--- src/rtl/src_stream_pkg.sv ---
// source streamer shared widths, register map, bus structs and controller states
`default_nettype none

package src_stream_pkg;

  localparam int unsigned ADDR_W = 32;          // byte address
  localparam int unsigned DATA_W = 32;          // output stream beat
  localparam int unsigned MEM_W  = DATA_W + 32; // one spare word covers any byte offset
  localparam int unsigned CNT_W  = 16;          // lengths and element counters

  // apb register offsets
  localparam logic [7:0] REG_CTRL      = 8'h00; // bit 0 start
  localparam logic [7:0] REG_STATUS    = 8'h04; // bit 0 busy, bit 1 sticky done
  localparam logic [7:0] REG_BASE      = 8'h08;
  localparam logic [7:0] REG_D0_LEN    = 8'h0C;
  localparam logic [7:0] REG_D0_STRIDE = 8'h10;
  localparam logic [7:0] REG_D1_LEN    = 8'h14;
  localparam logic [7:0] REG_D1_STRIDE = 8'h18;

  // two-dimensional pattern
  typedef struct packed {
    logic [ADDR_W-1:0] base;
    logic [CNT_W-1:0]  d0_len;    // inner element count
    logic [ADDR_W-1:0] d0_stride; // inner step in bytes
    logic [CNT_W-1:0]  d1_len;    // outer row count
    logic [ADDR_W-1:0] d1_stride; // outer step in bytes
  } src_cfg_t;

  typedef struct packed {
    logic              req;
    logic [ADDR_W-1:0] addr; // word aligned
  } mem_req_t;

  typedef struct packed {
    logic             r_valid; // cannot be stalled
    logic [MEM_W-1:0] r_data;
  } mem_rsp_t;

  typedef struct packed {
    logic        psel;
    logic        penable;
    logic        pwrite;
    logic [7:0]  paddr;
    logic [31:0] pwdata;
  } apb_req_t;

  typedef struct packed {
    logic [31:0] prdata;
    logic        pready;
    logic        pslverr;
  } apb_rsp_t;

  typedef enum logic [1:0] {
    IDLE,
    WORKING, // addresses still being issued
    DRAIN    // last address granted, waiting for beats
  } src_state_e;

endpackage

`default_nettype wire

--- src/rtl/src_fifo.sv ---
// synchronous circular-buffer fifo for any payload type
`timescale 1ns/1ps
`default_nettype none

module src_fifo #(
  parameter type         T     = logic [7:0],
  parameter int unsigned DEPTH = 2
) (
  input  logic clk_i,
  input  logic rst_ni,
  input  logic push_i,
  input  T     data_i,
  output logic full_o,
  input  logic pop_i,
  output T     data_o,
  output logic empty_o
);

  localparam int unsigned PTR_W = (DEPTH > 1) ? $clog2(DEPTH) : 1;
  localparam int unsigned CNT_W = $clog2(DEPTH + 1);

  T             mem_q [DEPTH]; // storage, no reset
  logic [PTR_W-1:0] wr_ptr_q;
  logic [PTR_W-1:0] rd_ptr_q;
  logic [CNT_W-1:0] cnt_q;
  logic             do_push;
  logic             do_pop;

  assign full_o  = (cnt_q == CNT_W'(DEPTH));
  assign empty_o = (cnt_q == '0);
  assign do_push = push_i & ~full_o;  // overflow dropped
  assign do_pop  = pop_i & ~empty_o;

  always_ff @(posedge clk_i) begin
    if (do_push) mem_q[wr_ptr_q] <= data_i;
  end

  always_ff @(posedge clk_i or negedge rst_ni) begin
    if (!rst_ni) begin
      wr_ptr_q <= '0;
      rd_ptr_q <= '0;
      cnt_q    <= '0;
    end else begin
      if (do_push) begin
        wr_ptr_q <= (wr_ptr_q == PTR_W'(DEPTH - 1)) ? '0 : wr_ptr_q + PTR_W'(1); // wrap
      end
      if (do_pop) begin
        rd_ptr_q <= (rd_ptr_q == PTR_W'(DEPTH - 1)) ? '0 : rd_ptr_q + PTR_W'(1);
      end
      case ({do_push, do_pop})
        2'b10:   cnt_q <= cnt_q + CNT_W'(1);
        2'b01:   cnt_q <= cnt_q - CNT_W'(1);
        default: cnt_q <= cnt_q; // both or neither
      endcase
    end
  end

  assign data_o = mem_q[rd_ptr_q]; // head visible cycle after push

endmodule

`default_nettype wire

--- src/rtl/src_apb_regs.sv ---
// apb slave with the pattern registers, start pulse and busy/done status
`timescale 1ns/1ps
`default_nettype none

module src_apb_regs import src_stream_pkg::*; (
  input  logic     clk_i,
  input  logic     rst_ni,
  input  apb_req_t apb_req_i,
  output apb_rsp_t apb_rsp_o,
  input  logic     busy_i,
  input  logic     done_i,
  output src_cfg_t cfg_o,
  output logic     start_o
);

  src_cfg_t    cfg_q;
  logic        start_q;
  logic        done_flag_q; // sticky until next start
  logic        access;
  logic        wr;
  logic        err;
  logic        do_start;
  logic [31:0] rdata;

  assign access = apb_req_i.psel & apb_req_i.penable; // access phase
  assign wr     = access & apb_req_i.pwrite;

  // read mux and error decode
  always_comb begin
    rdata = '0;
    err   = 1'b0;
    case (apb_req_i.paddr)
      REG_CTRL:      err = wr & apb_req_i.pwdata[0] & busy_i; // no restart while busy
      REG_STATUS: begin
        rdata = {30'b0, done_flag_q, busy_i};
        err   = wr; // read only
      end
      REG_BASE:      rdata = cfg_q.base;
      REG_D0_LEN:    rdata = 32'(cfg_q.d0_len);
      REG_D0_STRIDE: rdata = cfg_q.d0_stride;
      REG_D1_LEN:    rdata = 32'(cfg_q.d1_len);
      REG_D1_STRIDE: rdata = cfg_q.d1_stride;
      default:       err = access; // unmapped
    endcase
  end

  assign do_start = wr & ~err & (apb_req_i.paddr == REG_CTRL) & apb_req_i.pwdata[0];

  always_ff @(posedge clk_i or negedge rst_ni) begin
    if (!rst_ni) begin
      cfg_q       <= '0;
      start_q     <= 1'b0;
      done_flag_q <= 1'b0;
    end else begin
      start_q <= do_start; // one cycle after access
      if (do_start)    done_flag_q <= 1'b0;
      else if (done_i) done_flag_q <= 1'b1;
      if (wr && !err) begin
        case (apb_req_i.paddr)
          REG_BASE:      cfg_q.base      <= apb_req_i.pwdata[ADDR_W-1:0];
          REG_D0_LEN:    cfg_q.d0_len    <= apb_req_i.pwdata[CNT_W-1:0];
          REG_D0_STRIDE: cfg_q.d0_stride <= apb_req_i.pwdata[ADDR_W-1:0];
          REG_D1_LEN:    cfg_q.d1_len    <= apb_req_i.pwdata[CNT_W-1:0];
          REG_D1_STRIDE: cfg_q.d1_stride <= apb_req_i.pwdata[ADDR_W-1:0];
          default: ; // ctrl handled by start
        endcase
      end
    end
  end

  assign apb_rsp_o.prdata  = rdata;
  assign apb_rsp_o.pready  = 1'b1;       // no wait states
  assign apb_rsp_o.pslverr = err & access;
  assign cfg_o             = cfg_q;
  assign start_o           = start_q;

endmodule

`default_nettype wire

--- src/rtl/src_addr_gen.sv ---
// two-dimensional byte address walker, one address per handshake, last flagged
`timescale 1ns/1ps
`default_nettype none

module src_addr_gen import src_stream_pkg::*; (
  input  logic              clk_i,
  input  logic              rst_ni,
  input  logic              start_i,
  input  src_cfg_t          cfg_i,
  output logic              addr_valid_o,
  input  logic              addr_ready_i,
  output logic [ADDR_W-1:0] addr_o,
  output logic              last_o
);

  logic              active_q;
  logic [CNT_W-1:0]  i_q;         // inner index
  logic [CNT_W-1:0]  j_q;         // outer index
  logic [ADDR_W-1:0] addr_q;      // current address
  logic [ADDR_W-1:0] row_q;       // start of current row
  logic [CNT_W-1:0]  d0_len_q;
  logic [ADDR_W-1:0] d0_stride_q;
  logic [CNT_W-1:0]  d1_len_q;
  logic [ADDR_W-1:0] d1_stride_q;
  logic              i_last;
  logic              hs;

  assign i_last = (i_q == d0_len_q - CNT_W'(1));
  assign last_o = i_last & (j_q == d1_len_q - CNT_W'(1));
  assign hs     = active_q & addr_ready_i;

  always_ff @(posedge clk_i or negedge rst_ni) begin
    if (!rst_ni) begin
      active_q    <= 1'b0;
      i_q         <= '0;
      j_q         <= '0;
      addr_q      <= '0;
      row_q       <= '0;
      d0_len_q    <= '0;
      d0_stride_q <= '0;
      d1_len_q    <= '0;
      d1_stride_q <= '0;
    end else if (start_i) begin
      // latch pattern, restart walk
      active_q    <= 1'b1;
      i_q         <= '0;
      j_q         <= '0;
      addr_q      <= cfg_i.base;
      row_q       <= cfg_i.base;
      d0_len_q    <= cfg_i.d0_len;
      d0_stride_q <= cfg_i.d0_stride;
      d1_len_q    <= cfg_i.d1_len;
      d1_stride_q <= cfg_i.d1_stride;
    end else if (hs) begin
      if (last_o) begin
        active_q <= 1'b0; // pattern exhausted
      end else if (i_last) begin
        i_q    <= '0;              // next row
        j_q    <= j_q + CNT_W'(1);
        row_q  <= row_q + d1_stride_q;
        addr_q <= row_q + d1_stride_q;
      end else begin
        i_q    <= i_q + CNT_W'(1);
        addr_q <= addr_q + d0_stride_q;
      end
    end
  end

  assign addr_valid_o = active_q;
  assign addr_o       = addr_q; // held while not ready

endmodule

`default_nettype wire

--- src/rtl/src_realign.sv ---
// output register stage, picks the 32-bit beat at the byte offset of each response
`timescale 1ns/1ps
`default_nettype none

module src_realign import src_stream_pkg::*; (
  input  logic              clk_i,
  input  logic              rst_ni,
  input  logic              rsp_valid_i,   // response head valid, offset always ahead
  input  logic [MEM_W-1:0]  rsp_data_i,
  input  logic [1:0]        offs_i,
  output logic              pop_o,         // pops response and offset together
  output logic              stream_valid_o,
  output logic [DATA_W-1:0] stream_data_o,
  input  logic              stream_ready_i
);

  logic              valid_q;
  logic [DATA_W-1:0] data_q;     // payload, no reset
  logic [DATA_W-1:0] beat;
  logic              load;

  // bytes offs..offs+3, little endian
  assign beat = rsp_data_i[{offs_i, 3'b000} +: DATA_W];

  // load when empty or draining this cycle
  assign load  = rsp_valid_i & (~valid_q | stream_ready_i);
  assign pop_o = load;

  always_ff @(posedge clk_i or negedge rst_ni) begin
    if (!rst_ni) begin
      valid_q <= 1'b0;
    end else if (load) begin
      valid_q <= 1'b1;
    end else if (stream_ready_i) begin
      valid_q <= 1'b0; // beat taken, nothing behind it
    end
  end

  always_ff @(posedge clk_i) begin
    if (load) data_q <= beat; // held under stall
  end

  assign stream_valid_o = valid_q;
  assign stream_data_o  = data_q;

endmodule

`default_nettype wire

--- src/rtl/src_ctrl.sv ---
// streamer fsm, memory request issue and outstanding-request tracking
`timescale 1ns/1ps
`default_nettype none

module src_ctrl import src_stream_pkg::*; #(
  parameter int unsigned OUT_DEPTH = 8
) (
  input  logic              clk_i,
  input  logic              rst_ni,
  input  logic              start_i,
  output logic              busy_o,
  output logic              done_o,
  input  logic [ADDR_W-1:0] addr_i,       // address fifo head
  input  logic              last_seen_i,  // head is last of pattern
  input  logic              addr_empty_i,
  output logic              addr_pop_o,
  output mem_req_t          mem_req_o,
  input  logic              mem_gnt_i,
  output logic              offs_push_o,
  input  logic              beat_hs_i
);

  localparam int unsigned OUT_W = $clog2(OUT_DEPTH + 1);

  src_state_e       state_q;
  src_state_e       state_d;
  logic [OUT_W-1:0] out_cnt_q; // granted but not yet streamed
  logic             done_q;
  logic             finish;
  logic             req;
  logic             gnt_hs;

  assign busy_o = (state_q != IDLE);

  // cap in flight so offset and response fifos never overflow
  assign req    = busy_o & ~addr_empty_i & (out_cnt_q < OUT_W'(OUT_DEPTH));
  assign gnt_hs = req & mem_gnt_i;

  assign mem_req_o.req  = req;
  assign mem_req_o.addr = {addr_i[ADDR_W-1:2], 2'b00}; // word aligned fetch
  assign addr_pop_o     = gnt_hs;
  assign offs_push_o    = gnt_hs; // byte offset follows each grant

  always_comb begin
    state_d = state_q;
    finish  = 1'b0;
    case (state_q)
      IDLE:    if (start_i) state_d = WORKING;
      WORKING: if (gnt_hs && last_seen_i) state_d = DRAIN;
      DRAIN: begin
        if (out_cnt_q == '0 && addr_empty_i) begin
          state_d = IDLE; // all beats out
          finish  = 1'b1;
        end
      end
      default: state_d = IDLE;
    endcase
  end

  always_ff @(posedge clk_i or negedge rst_ni) begin
    if (!rst_ni) begin
      state_q   <= IDLE;
      out_cnt_q <= '0;
      done_q    <= 1'b0;
    end else begin
      state_q <= state_d;
      done_q  <= finish; // pulse in first idle cycle
      case ({gnt_hs, beat_hs_i})
        2'b10:   out_cnt_q <= out_cnt_q + OUT_W'(1);
        2'b01:   out_cnt_q <= out_cnt_q - OUT_W'(1);
        default: out_cnt_q <= out_cnt_q;
      endcase
    end
  end

  assign done_o = done_q;

endmodule

`default_nettype wire

--- src/rtl/src_stream_top.sv ---
// memory-to-stream source streamer top, apb config, controller and datapath
`timescale 1ns/1ps
`default_nettype none

module src_stream_top import src_stream_pkg::*; #(
  parameter int unsigned OUT_DEPTH  = 8, // offset/response fifo depth, in-flight cap
  parameter int unsigned ADDR_DEPTH = 2
) (
  input  logic              clk_i,
  input  logic              rst_ni,
  input  apb_req_t          apb_req_i,
  output apb_rsp_t          apb_rsp_o,
  output mem_req_t          mem_req_o,
  input  logic              mem_gnt_i,
  input  mem_rsp_t          mem_rsp_i,
  output logic              stream_valid_o,
  output logic [DATA_W-1:0] stream_data_o,
  input  logic              stream_ready_i,
  output logic              busy_o,
  output logic              done_o
);

  // address fifo entry
  typedef struct packed {
    logic              last;
    logic [ADDR_W-1:0] addr;
  } addr_entry_t;

  src_cfg_t         cfg;
  logic             start;
  logic             ag_valid;
  logic             ag_last;
  logic [ADDR_W-1:0] ag_addr;
  addr_entry_t      ag_entry;
  addr_entry_t      head;
  logic             addr_full;
  logic             addr_empty;
  logic             addr_pop;
  logic             offs_push;
  logic [1:0]       offs_head;
  logic [MEM_W-1:0] rsp_head;
  logic             rsp_empty;
  logic             rsp_valid;
  logic             rsp_pop;
  logic             beat_hs;

  assign ag_entry  = '{last: ag_last, addr: ag_addr};
  assign rsp_valid = ~rsp_empty;
  assign beat_hs   = stream_valid_o & stream_ready_i;

  src_apb_regs u_regs (
    .clk_i, .rst_ni, .apb_req_i, .apb_rsp_o,
    .busy_i (busy_o), .done_i (done_o), .cfg_o (cfg), .start_o (start)
  );

  src_addr_gen u_addr_gen (
    .clk_i, .rst_ni, .start_i (start), .cfg_i (cfg),
    .addr_valid_o (ag_valid), .addr_ready_i (~addr_full),
    .addr_o (ag_addr), .last_o (ag_last)
  );

  src_fifo #(.T (addr_entry_t), .DEPTH (ADDR_DEPTH)) u_addr_fifo (
    .clk_i, .rst_ni, .push_i (ag_valid), .data_i (ag_entry), .full_o (addr_full),
    .pop_i (addr_pop), .data_o (head), .empty_o (addr_empty)
  );

  src_ctrl #(.OUT_DEPTH (OUT_DEPTH)) u_ctrl (
    .clk_i, .rst_ni, .start_i (start), .busy_o, .done_o,
    .addr_i (head.addr), .last_seen_i (head.last), .addr_empty_i (addr_empty),
    .addr_pop_o (addr_pop), .mem_req_o, .mem_gnt_i,
    .offs_push_o (offs_push), .beat_hs_i (beat_hs)
  );

  // byte offsets of granted requests, in order
  src_fifo #(.T (logic [1:0]), .DEPTH (OUT_DEPTH)) u_offs_fifo (
    .clk_i, .rst_ni, .push_i (offs_push), .data_i (head.addr[1:0]), .full_o (),
    .pop_i (rsp_pop), .data_o (offs_head), .empty_o ()
  );

  // responses land here, r_valid cannot stall
  src_fifo #(.T (logic [MEM_W-1:0]), .DEPTH (OUT_DEPTH)) u_rsp_fifo (
    .clk_i, .rst_ni, .push_i (mem_rsp_i.r_valid), .data_i (mem_rsp_i.r_data),
    .full_o (), .pop_i (rsp_pop), .data_o (rsp_head), .empty_o (rsp_empty)
  );

  src_realign u_realign (
    .clk_i, .rst_ni, .rsp_valid_i (rsp_valid), .rsp_data_i (rsp_head),
    .offs_i (offs_head), .pop_o (rsp_pop),
    .stream_valid_o, .stream_data_o, .stream_ready_i
  );

endmodule

`default_nettype wire

--- config.mk ---
export PLATFORM = sky130hd
export DESIGN_NAME = src_stream_top
export DESIGN_NICKNAME = d
export VERILOG_FILES = /design/src/rtl/src_stream_pkg.sv /design/src/rtl/src_fifo.sv /design/src/rtl/src_apb_regs.sv /design/src/rtl/src_addr_gen.sv /design/src/rtl/src_realign.sv /design/src/rtl/src_ctrl.sv /design/src/rtl/src_stream_top.sv
export SDC_FILE = /design/constraint.sdc
export NUM_CORES = 1
export LEC_CHECK = 0
export ABC_CLOCK_PERIOD_IN_PS = 6400
export BUFFER_PORTS_ARGS = -buffer_cell sky130_fd_sc_hd__buf_2
export CAP_MARGIN = 15
export CELL_PAD_IN_SITES_DETAIL_PLACEMENT = 0
export CELL_PAD_IN_SITES_GLOBAL_PLACEMENT = 1
export CORE_MARGIN = 3
export CORE_UTILIZATION = 52
export DETAILED_ROUTE_END_ITERATION = 8
export GPL_ROUTABILITY_DRIVEN = 0
export PLACE_DENSITY = 0.89
export SYNTH_ARGS = -nofsm -noshare
export SYNTH_HDL_FRONTEND = slang
export SYNTH_SLANG_ARGS = --single-unit
--- constraint.sdc ---
create_clock -name clk_i -period 6.4 [get_ports clk_i]
set_input_delay 0.32 -clock clk_i [delete_from_list [all_inputs] [get_ports clk_i]]
set_output_delay 0.32 -clock clk_i [all_outputs]
set_load 0.01 [all_outputs]
==> impl_metrics.json, run 1 <==
{
  "drc": 0,
  "synth.most_common_cell": "edfxtp_1",
  "crit_path_end_kind": "flip-flop",
  "grt_pass1_wl_mm": 166,
  "period_share_pct": 68.4,
  "cts.sinks": 917,
  "ant_nets": 0,
  "pin_count": 214,
  "crit_path_cell_trace": "inv_1 -> ha_1 -> or4b_1 -> nor3_1 -> and2_1 -> o221ai_1 -> nor4_1 -> nand4_2 -> buf_4 -> or3b_1 -> mux2_1 -> a21oi_1",
  "setup.worst_path.start_class": "flip-flop",
  "skew_ns": 0.0722,
  "async_flop_share_pct": 38.7,
  "synth_cells": 2945,
  "post_drt_wl_per_cell_um": 24.9,
  "yosysTopAreaCell": "edfxtp_1",
  "cp.arrival_ns": 4.96,
  "status": "finished, final reports clean",
  "ys_ff_latch": 917,
  "finalNetCount": 3396,
  "place_ws_ns": 2.07,
  "worstReg2RegStart": "u_addr_gen.d1_len_q[0]$_DFFE_PN0P_",
  "rsz0062_at_grt": "false",
  "critPathMaxStageDelay_ns": 0.92,
  "crit_fanout": 25,
  "viasPerCell": 6.22,
  "critPathKind": "flip-flop to flip-flop",
  "ys_top_cells_by_area": "edfxtp_1, dfrtp_1, mux2_2",
  "ir_drop_mv": 0.211,
  "timing.final.hold_violations": 0,
  "die_h_um": 290,
  "cp.required_ns": 6.98,
  "setup_viol": 0,
  "slew_viol_final": 0,
  "ff2ff_setup_slack_ns": 2.02,
  "dp_hpwl_mm": 69.1,
  "hold_start": "apb_req_i[4]",
  "cts_htree_levels": 3,
  "tritoncts": "done",
  "area_growth_syn_to_layout_pct": 14.7,
  "grt_pass1_vias": 27400,
  "cts_root_buf": "clkbuf_16",
  "hp-class": "input port to flip-flop",
  "fill_cells": 5866,
  "die_w_um": 290,
  "ff2ff_path_depth": 12,
  "yosys_most_used_dff": "edfxtp_1",
  "synth_area_per_cell_sq_um": 14.2,
  "drtPass1Iterations": 8,
  "core_sq_um": 79400,
  "timing.fmax_mhz": 228,
  "clock_path_buffers": 3,
  "synth_edf_count": 562,
  "relSlewSlack_pct": 23.5,
  "setup-tns-final_ns": 0,
  "cp_slowest_cell": "or3b_1",
  "grt_max_degree": 155,
  "die_area_sq_um": 84000,
  "worstReg2RegEnd": "u_addr_gen.row_q[1]$_DFFE_PN0P_",
  "drt_iter0_drc": 2614,
  "yosys-top-cells-count": "edfxtp_1, dfrtp_1, mux2_2",
  "synth_cell_types": 89,
  "clk_pin_slew_worst_paths_ns": 0.06,
  "routed_wl_mm": 108,
  "layout-drive-gt1-share_pct": 25.5,
  "tightest_slew_ns": 1.15,
  "overflow": 0,
  "initial_core_util_pct": 52.8,
  "antenna_found_initial": 6,
  "yosys_warnings": 0,
  "powerDensity_nw_per_um2": 342,
  "row_count": 103,
  "grt_use_total_pct": 25.3,
  "holdPathEnd": "u_regs.cfg_o[84]$_DFFE_PN0P_",
  "numCtsBuffers": 92,
  "synth_top_area_share_pct": 40.3,
  "via_count": 26900,
  "post_cts_buffers": 0,
  "clk_latency_ns": 0.67,
  "maxCapViolCount": 0,
  "fin_ws_ns": 2.02,
  "synth_area_sq_um": 41900,
  "fin_crit_ns": 4.38,
  "portBuffers": 202,
  "whs_path_depth": 2,
  "power.leakage_nw": 19.2,
  "ys_seq_area_share_pct": 61.5
}
-- registers in the layout (all words and copies together), names as in the netlist, 32 cells and up --
register	count
u_addr_gen.d0_stride_q	32
u_realign.stream_data_o	32
u_addr_fifo.mem_q	66
u_addr_gen.addr_o	32
u_rsp_fifo.mem_q	448
u_addr_gen.row_q	32
u_regs.cfg_o	128
u_addr_gen.d1_stride_q	32
-- routing by layer --
layer,up-vias,track usage (%),part of all wire [%]
met4,0,8.99,3.6
met1,13600,33.8,39
met3,232,4.00,7.9
met2,1340,42.5,49
li1,11800,-,-
met5,-,0,0
-- worst max path at each step --
stage	start	cells after the start	slack, ns	endpoint
finish	u_addr_gen.d1_len_q[0]$_DFFE_PN0P_	12	2.02	u_addr_gen.row_q[1]$_DFFE_PN0P_
CTS	u_addr_gen.d1_len_q[0]$_DFFE_PN0P_	12	2.02	u_addr_gen.row_q[1]$_DFFE_PN0P_
global placement	u_addr_gen.d1_len_q[0]$_DFFE_PN0P_	12	2.13	u_addr_gen.row_q[1]$_DFFE_PN0P_
detailed placement	u_addr_gen.d1_len_q[0]$_DFFE_PN0P_	12	2.07	u_addr_gen.row_q[1]$_DFFE_PN0P_
floorplan	u_rsp_fifo.cnt_q[0]$_DFFE_PN0P_	5	1.08	u_rsp_fifo.mem_q[0][0]$_DFFE_PP_
global route	u_addr_gen.d1_len_q[0]$_DFFE_PN0P_	12	1.69	u_addr_gen.row_q[1]$_DFFE_PN0P_
-- power by group --
part           leakage [nW]  internal [W]  switching, W
Sequential             9.92       0.00700      0.000360
Clock                  1.52       0.00324       0.00239
Combinational          7.74       0.00151       0.00193
-- worst max-delay path, delay by kind of cell (launching register included) --
family	cells	cell delay (ns)
mux	1	0.40
compound gates	2	0.34
simple gates	6	2.56
fa+ha+maj	1	0.23
flops	1	0.42
buf+inv	2	0.34
-- what timing repair did --
action	CTS	global route
resized for setup	0	0
setup endpoints to repair	0	0
hold buffers	86	0
endpoints found under the hold margin	627	0
-- cells in the final DEF (no fill, tap or decap), types with 17 or more instances in the layout --
cell           instances
buf_4                 35
buf_2                201
a31oi_1               19
nand2_1              187
a21oi_1              111
mux4_2               118
dlygate4sd3_1         86
xnor2_1               67
xor2_1                40
dfrtp_1              350
clkbuf_1              19
o21ai_0              154
clkbuf_16             92
mux2_2               282
inv_1                 74
nor2_1               112
edfxtp_1             562
and2_1                17
a222oi_1              26
a22oi_1               18
o211ai_1              27
a21o_1                37
mux2i_1               81
a211oi_1              22
o31ai_1               22
ha_1                  84
nor3_1                27
nand2b_1              23
nand3_1               52
-- per-stage QoR --
stage          instances  total power, W  instance area (sq um)  utilization, %  hold slack, ns
4_1_cts             4317          0.0165                  47900            60.4        0.000345
6_report            4330          0.0164                  48000            60.5          0.0290
3_3_place_gp        4062          0.0106                  43900            55.3           0.341
2_1_floorplan       2946         0.00961                  41900               -          0.0244
5_1_grt             4323          0.0170                  48000            60.5          0.0103
3_5_place_dp        4062          0.0107                  43900            55.3           0.358
-- final cells by class --
class / count / area, sq um / share of cell area (%)
Sequential cell: 917 / 25800 / 53.7
Multi-Input combinational cell: 1779 / 15200 / 31.6
Clock buffer: 117 / 2460 / 5.11
Timing Repair Buffer: 329 / 2270 / 4.73
Tap cell: 1050 / 1310 / 2.73
Clock inverter: 52 / 733 / 1.53
Inverter: 76 / 285 / 0.594
Antenna cell: 10 / 25.0 / 0.0521
-- logic make-up (layout without fill, tap and decap cells) --
group | count (synthesis) | count (layout) | synth area share (%)
DFF | 917 | 917 | 61.5
xor gates and xnor gates | 107 | 107 | 2.24
other | 2 | 13 | 0.0179
AOI/OAI and AO/OA | 544 | 544 | 8.51
and+or+nand+nor | 551 | 551 | 6.46
buffers and inverters | 250 | 574 | 2.59
adders and majority gates | 89 | 89 | 2.75
muxes | 485 | 485 | 16.0
(Power assumes the default switching activity.)
==> run 2: changes to the inputs <==
--- a/config.mk
+++ b/config.mk
@@ -5,16 +5,16 @@
 export SDC_FILE = /design/constraint.sdc
 export NUM_CORES = 1
 export LEC_CHECK = 0
-export ABC_CLOCK_PERIOD_IN_PS = 6400
+export ABC_CLOCK_PERIOD_IN_PS = 3700
 export BUFFER_PORTS_ARGS = -buffer_cell sky130_fd_sc_hd__buf_2
 export CAP_MARGIN = 15
 export CELL_PAD_IN_SITES_DETAIL_PLACEMENT = 0
 export CELL_PAD_IN_SITES_GLOBAL_PLACEMENT = 1
 export CORE_MARGIN = 3
-export CORE_UTILIZATION = 52
+export CORE_UTILIZATION = 47
 export DETAILED_ROUTE_END_ITERATION = 8
 export GPL_ROUTABILITY_DRIVEN = 0
-export PLACE_DENSITY = 0.89
+export PLACE_DENSITY = 0.86
 export SYNTH_ARGS = -nofsm -noshare
 export SYNTH_HDL_FRONTEND = slang
 export SYNTH_SLANG_ARGS = --single-unit
==> constraint.sdc (replaced) <==
create_clock -name clk_i -period 3.7 [get_ports clk_i]
set_input_delay 0.185 -clock clk_i [delete_from_list [all_inputs] [get_ports clk_i]]
set_output_delay 0.185 -clock clk_i [all_outputs]
set_load 0.01 [all_outputs]
==> impl_metrics.json, run 2 (synthesized netlist as in run 1, its figures left out) <==
{
  "clock_path_buffers": 3,
  "skew_ns": 0.0481,
  "overflow": 0,
  "via_count": 26800,
  "ir_drop_mv": 0.587,
  "tritoncts": "done",
  "post_drt_wl_per_cell_um": 23.7,
  "grt_pass1_vias": 26800,
  "routed_wl_mm": 106,
  "fin_ws_ns": 0.162,
  "final_cells": 4477,
  "viasPerCell": 5.99,
  "initial_core_util_pct": 47.8,
  "cp.arrival_ns": 4.10,
  "finalNetCount": 3441,
  "grt_use_total_pct": 22.6,
  "tightest_slew_ns": 1.08,
  "timing.final.hold_violations": 0,
  "layout-drive-gt1-share_pct": 26.9,
  "relSlewSlack_pct": 27.6,
  "clk_pin_slew_worst_paths_ns": 0.06,
  "crit_path_cell_trace": "or4_1 -> or2_0 -> or4_4 -> nand4b_2 -> a21oi_2 -> nand4_2 -> or3b_1 -> buf_12 -> or4_1 -> a21oi_1",
  "place_ws_ns": 0.113,
  "cp_slowest_cell": "or4_1",
  "row_count": 108,
  "crit_path_end_kind": "flip-flop",
  "setup.worst_path.start_class": "flip-flop",
  "slew_viol_final": 0,
  "fin_total_pwr_w": 0.0284,
  "power.leakage_nw": 19.5,
  "drc": 0,
  "status": "finished, final reports clean",
  "placed_cells": 4203,
  "antenna_found_initial": 2,
  "grt_max_degree": 116,
  "grt_util_met1_pct": 31.9,
  "place_area_sq_um": 44500,
  "final_common_cell": "edfxtp_1",
  "die_w_um": 305,
  "met3_usage_pct": 3.82,
  "area_growth_syn_to_layout_pct": 16.3,
  "whs_path_depth": 3,
  "cp.required_ns": 4.26,
  "drt_iter0_drc": 2712,
  "critPathMaxStageDelay_ns": 0.61,
  "use_met2_pct": 36.7,
  "crit_top_cell": "or4_1",
  "powerDensity_nw_per_um2": 583,
  "core_sq_um": 87600,
  "dp_hpwl_mm": 68.1,
  "pin_count": 214,
  "fin_crit_ns": 3.54,
  "die_h_um": 305,
  "die_area_sq_um": 92800,
  "largest_reg_flops": 448,
  "grt_pass1_wl_mm": 163,
  "setup_viol": 0,
  "drtPass1Iterations": 6,
  "ff2ff_path_depth": 10,
  "cts_root_buf": "clkbuf_16",
  "grt.busiest_layer": "met2",
  "fin_area_sq_um": 48700,
  "numCtsBuffers": 94,
  "rsz0062_at_grt": "true",
  "ant_nets": 0,
  "period_share_pct": 95.6,
  "crit_fanout": 15,
  "maxCapViolCount": 0,
  "mostFrequentLayoutCells": "edfxtp_1, dfrtp_1, mux2_2, buf_2, nand2_1",
  "cts.sinks": 917,
  "cts_htree_levels": 3,
  "clk_latency_ns": 0.66,
  "portBuffers": 202,
  "timing.fmax_mhz": 283,
  "hp-class": "input port to flip-flop",
  "top_register": "u_rsp_fifo.mem_q",
  "critPathKind": "flip-flop to flip-flop"
}
[run 2: changes by cell type in the layout (fill, tap and decap cells not counted), moves of 6 or more]
cell           change
buf_12            +14
buf_4             +23
clkbuf_1           -9
clkinv_2          +13
clkinvlp_4         -6
diode_2            -9
dlygate4sd3_1      +6
[run 2: worst max-delay path, delay by kind of cell, from the launching register on]
kind / cells / cell delay (ns)
AND/OR/NAND/NOR: 7 / 2.62
AO/OA/AOI/OAI: 2 / 0.22
flip-flops: 1 / 0.45
buffers and inverters: 1 / 0.17
[run 2: per-stage QoR]
| stage | hold slack [ns] | utilization (%) | setup TNS (ns) |
|---|---|---|---|
| after global placement | 0.125 | 50.8 | 0 |
| after global routing | 0.0208 | 55.7 | -0.0159 |
| after detailed placement | 0.129 | 50.8 | 0 |
| after floorplan | -0.111 | - | -19.76 |
| after CTS | 0.0202 | 55.6 | 0 |
| final | 0.0284 | 55.7 | 0 |
[run 2: what timing repair did]
action | 4_1_cts | 5_1_grt
endpoints found under the hold margin | 885 | 0
hold buffers | 92 | 0
endpoints found under the setup margin | 0 | 64
setup buffers | 0 | 4
gates resized for setup | 0 | 12
[run 2: metal layers]
| layer | part of all wire (%) | wire length, um |
|---|---|---|
| met4 | 2.2 | 2350 |
| met1 | 42 | 44800 |
| met5 | 0.011 | 12 |
| met2 | 48 | 51200 |
| met3 | 7.4 | 7910 |
[run 2: final cells by class]
class	count	area [sq um]
clock inverters	62	646
inverters	76	285
repair buffers	372	2770
diodes	1	2.50
flip-flops and latches	917	25800
clock buffers	115	2570
multi-input cells	1779	15200
fillers	6923	38800
well taps	1155	1450
[run 2: power breakdown]
| part | total (W) | internal (W) | switching (W) |
|---|---|---|---|
| sequential | 0.0128 | 0.0121 | 0.000682 |
| combinational | 0.00589 | 0.00266 | 0.00323 |
| clock | 0.00974 | 0.00563 | 0.00411 |
| total | 0.0284 | 0.0204 | 0.00802 |
[run 2: final timing paths]
check	startpoint	end	slack (ns)
max reg2reg	u_addr_gen.d1_len_q[6]$_DFFE_PN0P_	u_addr_gen.j_q[9]$_DFFE_PN0P_	0.16
min reg2reg	u_addr_gen.addr_o[31]$_DFFE_PN0P_	u_addr_fifo.mem_q[0][31]$_DFFE_PP_	0.47
min in group asynchronous	rst_ni	u_addr_gen.row_q[31]$_DFFE_PN0P_	0.06
min	mem_gnt_i	u_ctrl.state_q[0]$_DFFE_PN0P_	0.03
max in group asynchronous	rst_ni	u_addr_gen.row_q[15]$_DFFE_PN0P_	2.61
max	u_addr_gen.d1_len_q[6]$_DFFE_PN0P_	u_addr_gen.j_q[9]$_DFFE_PN0P_	0.16
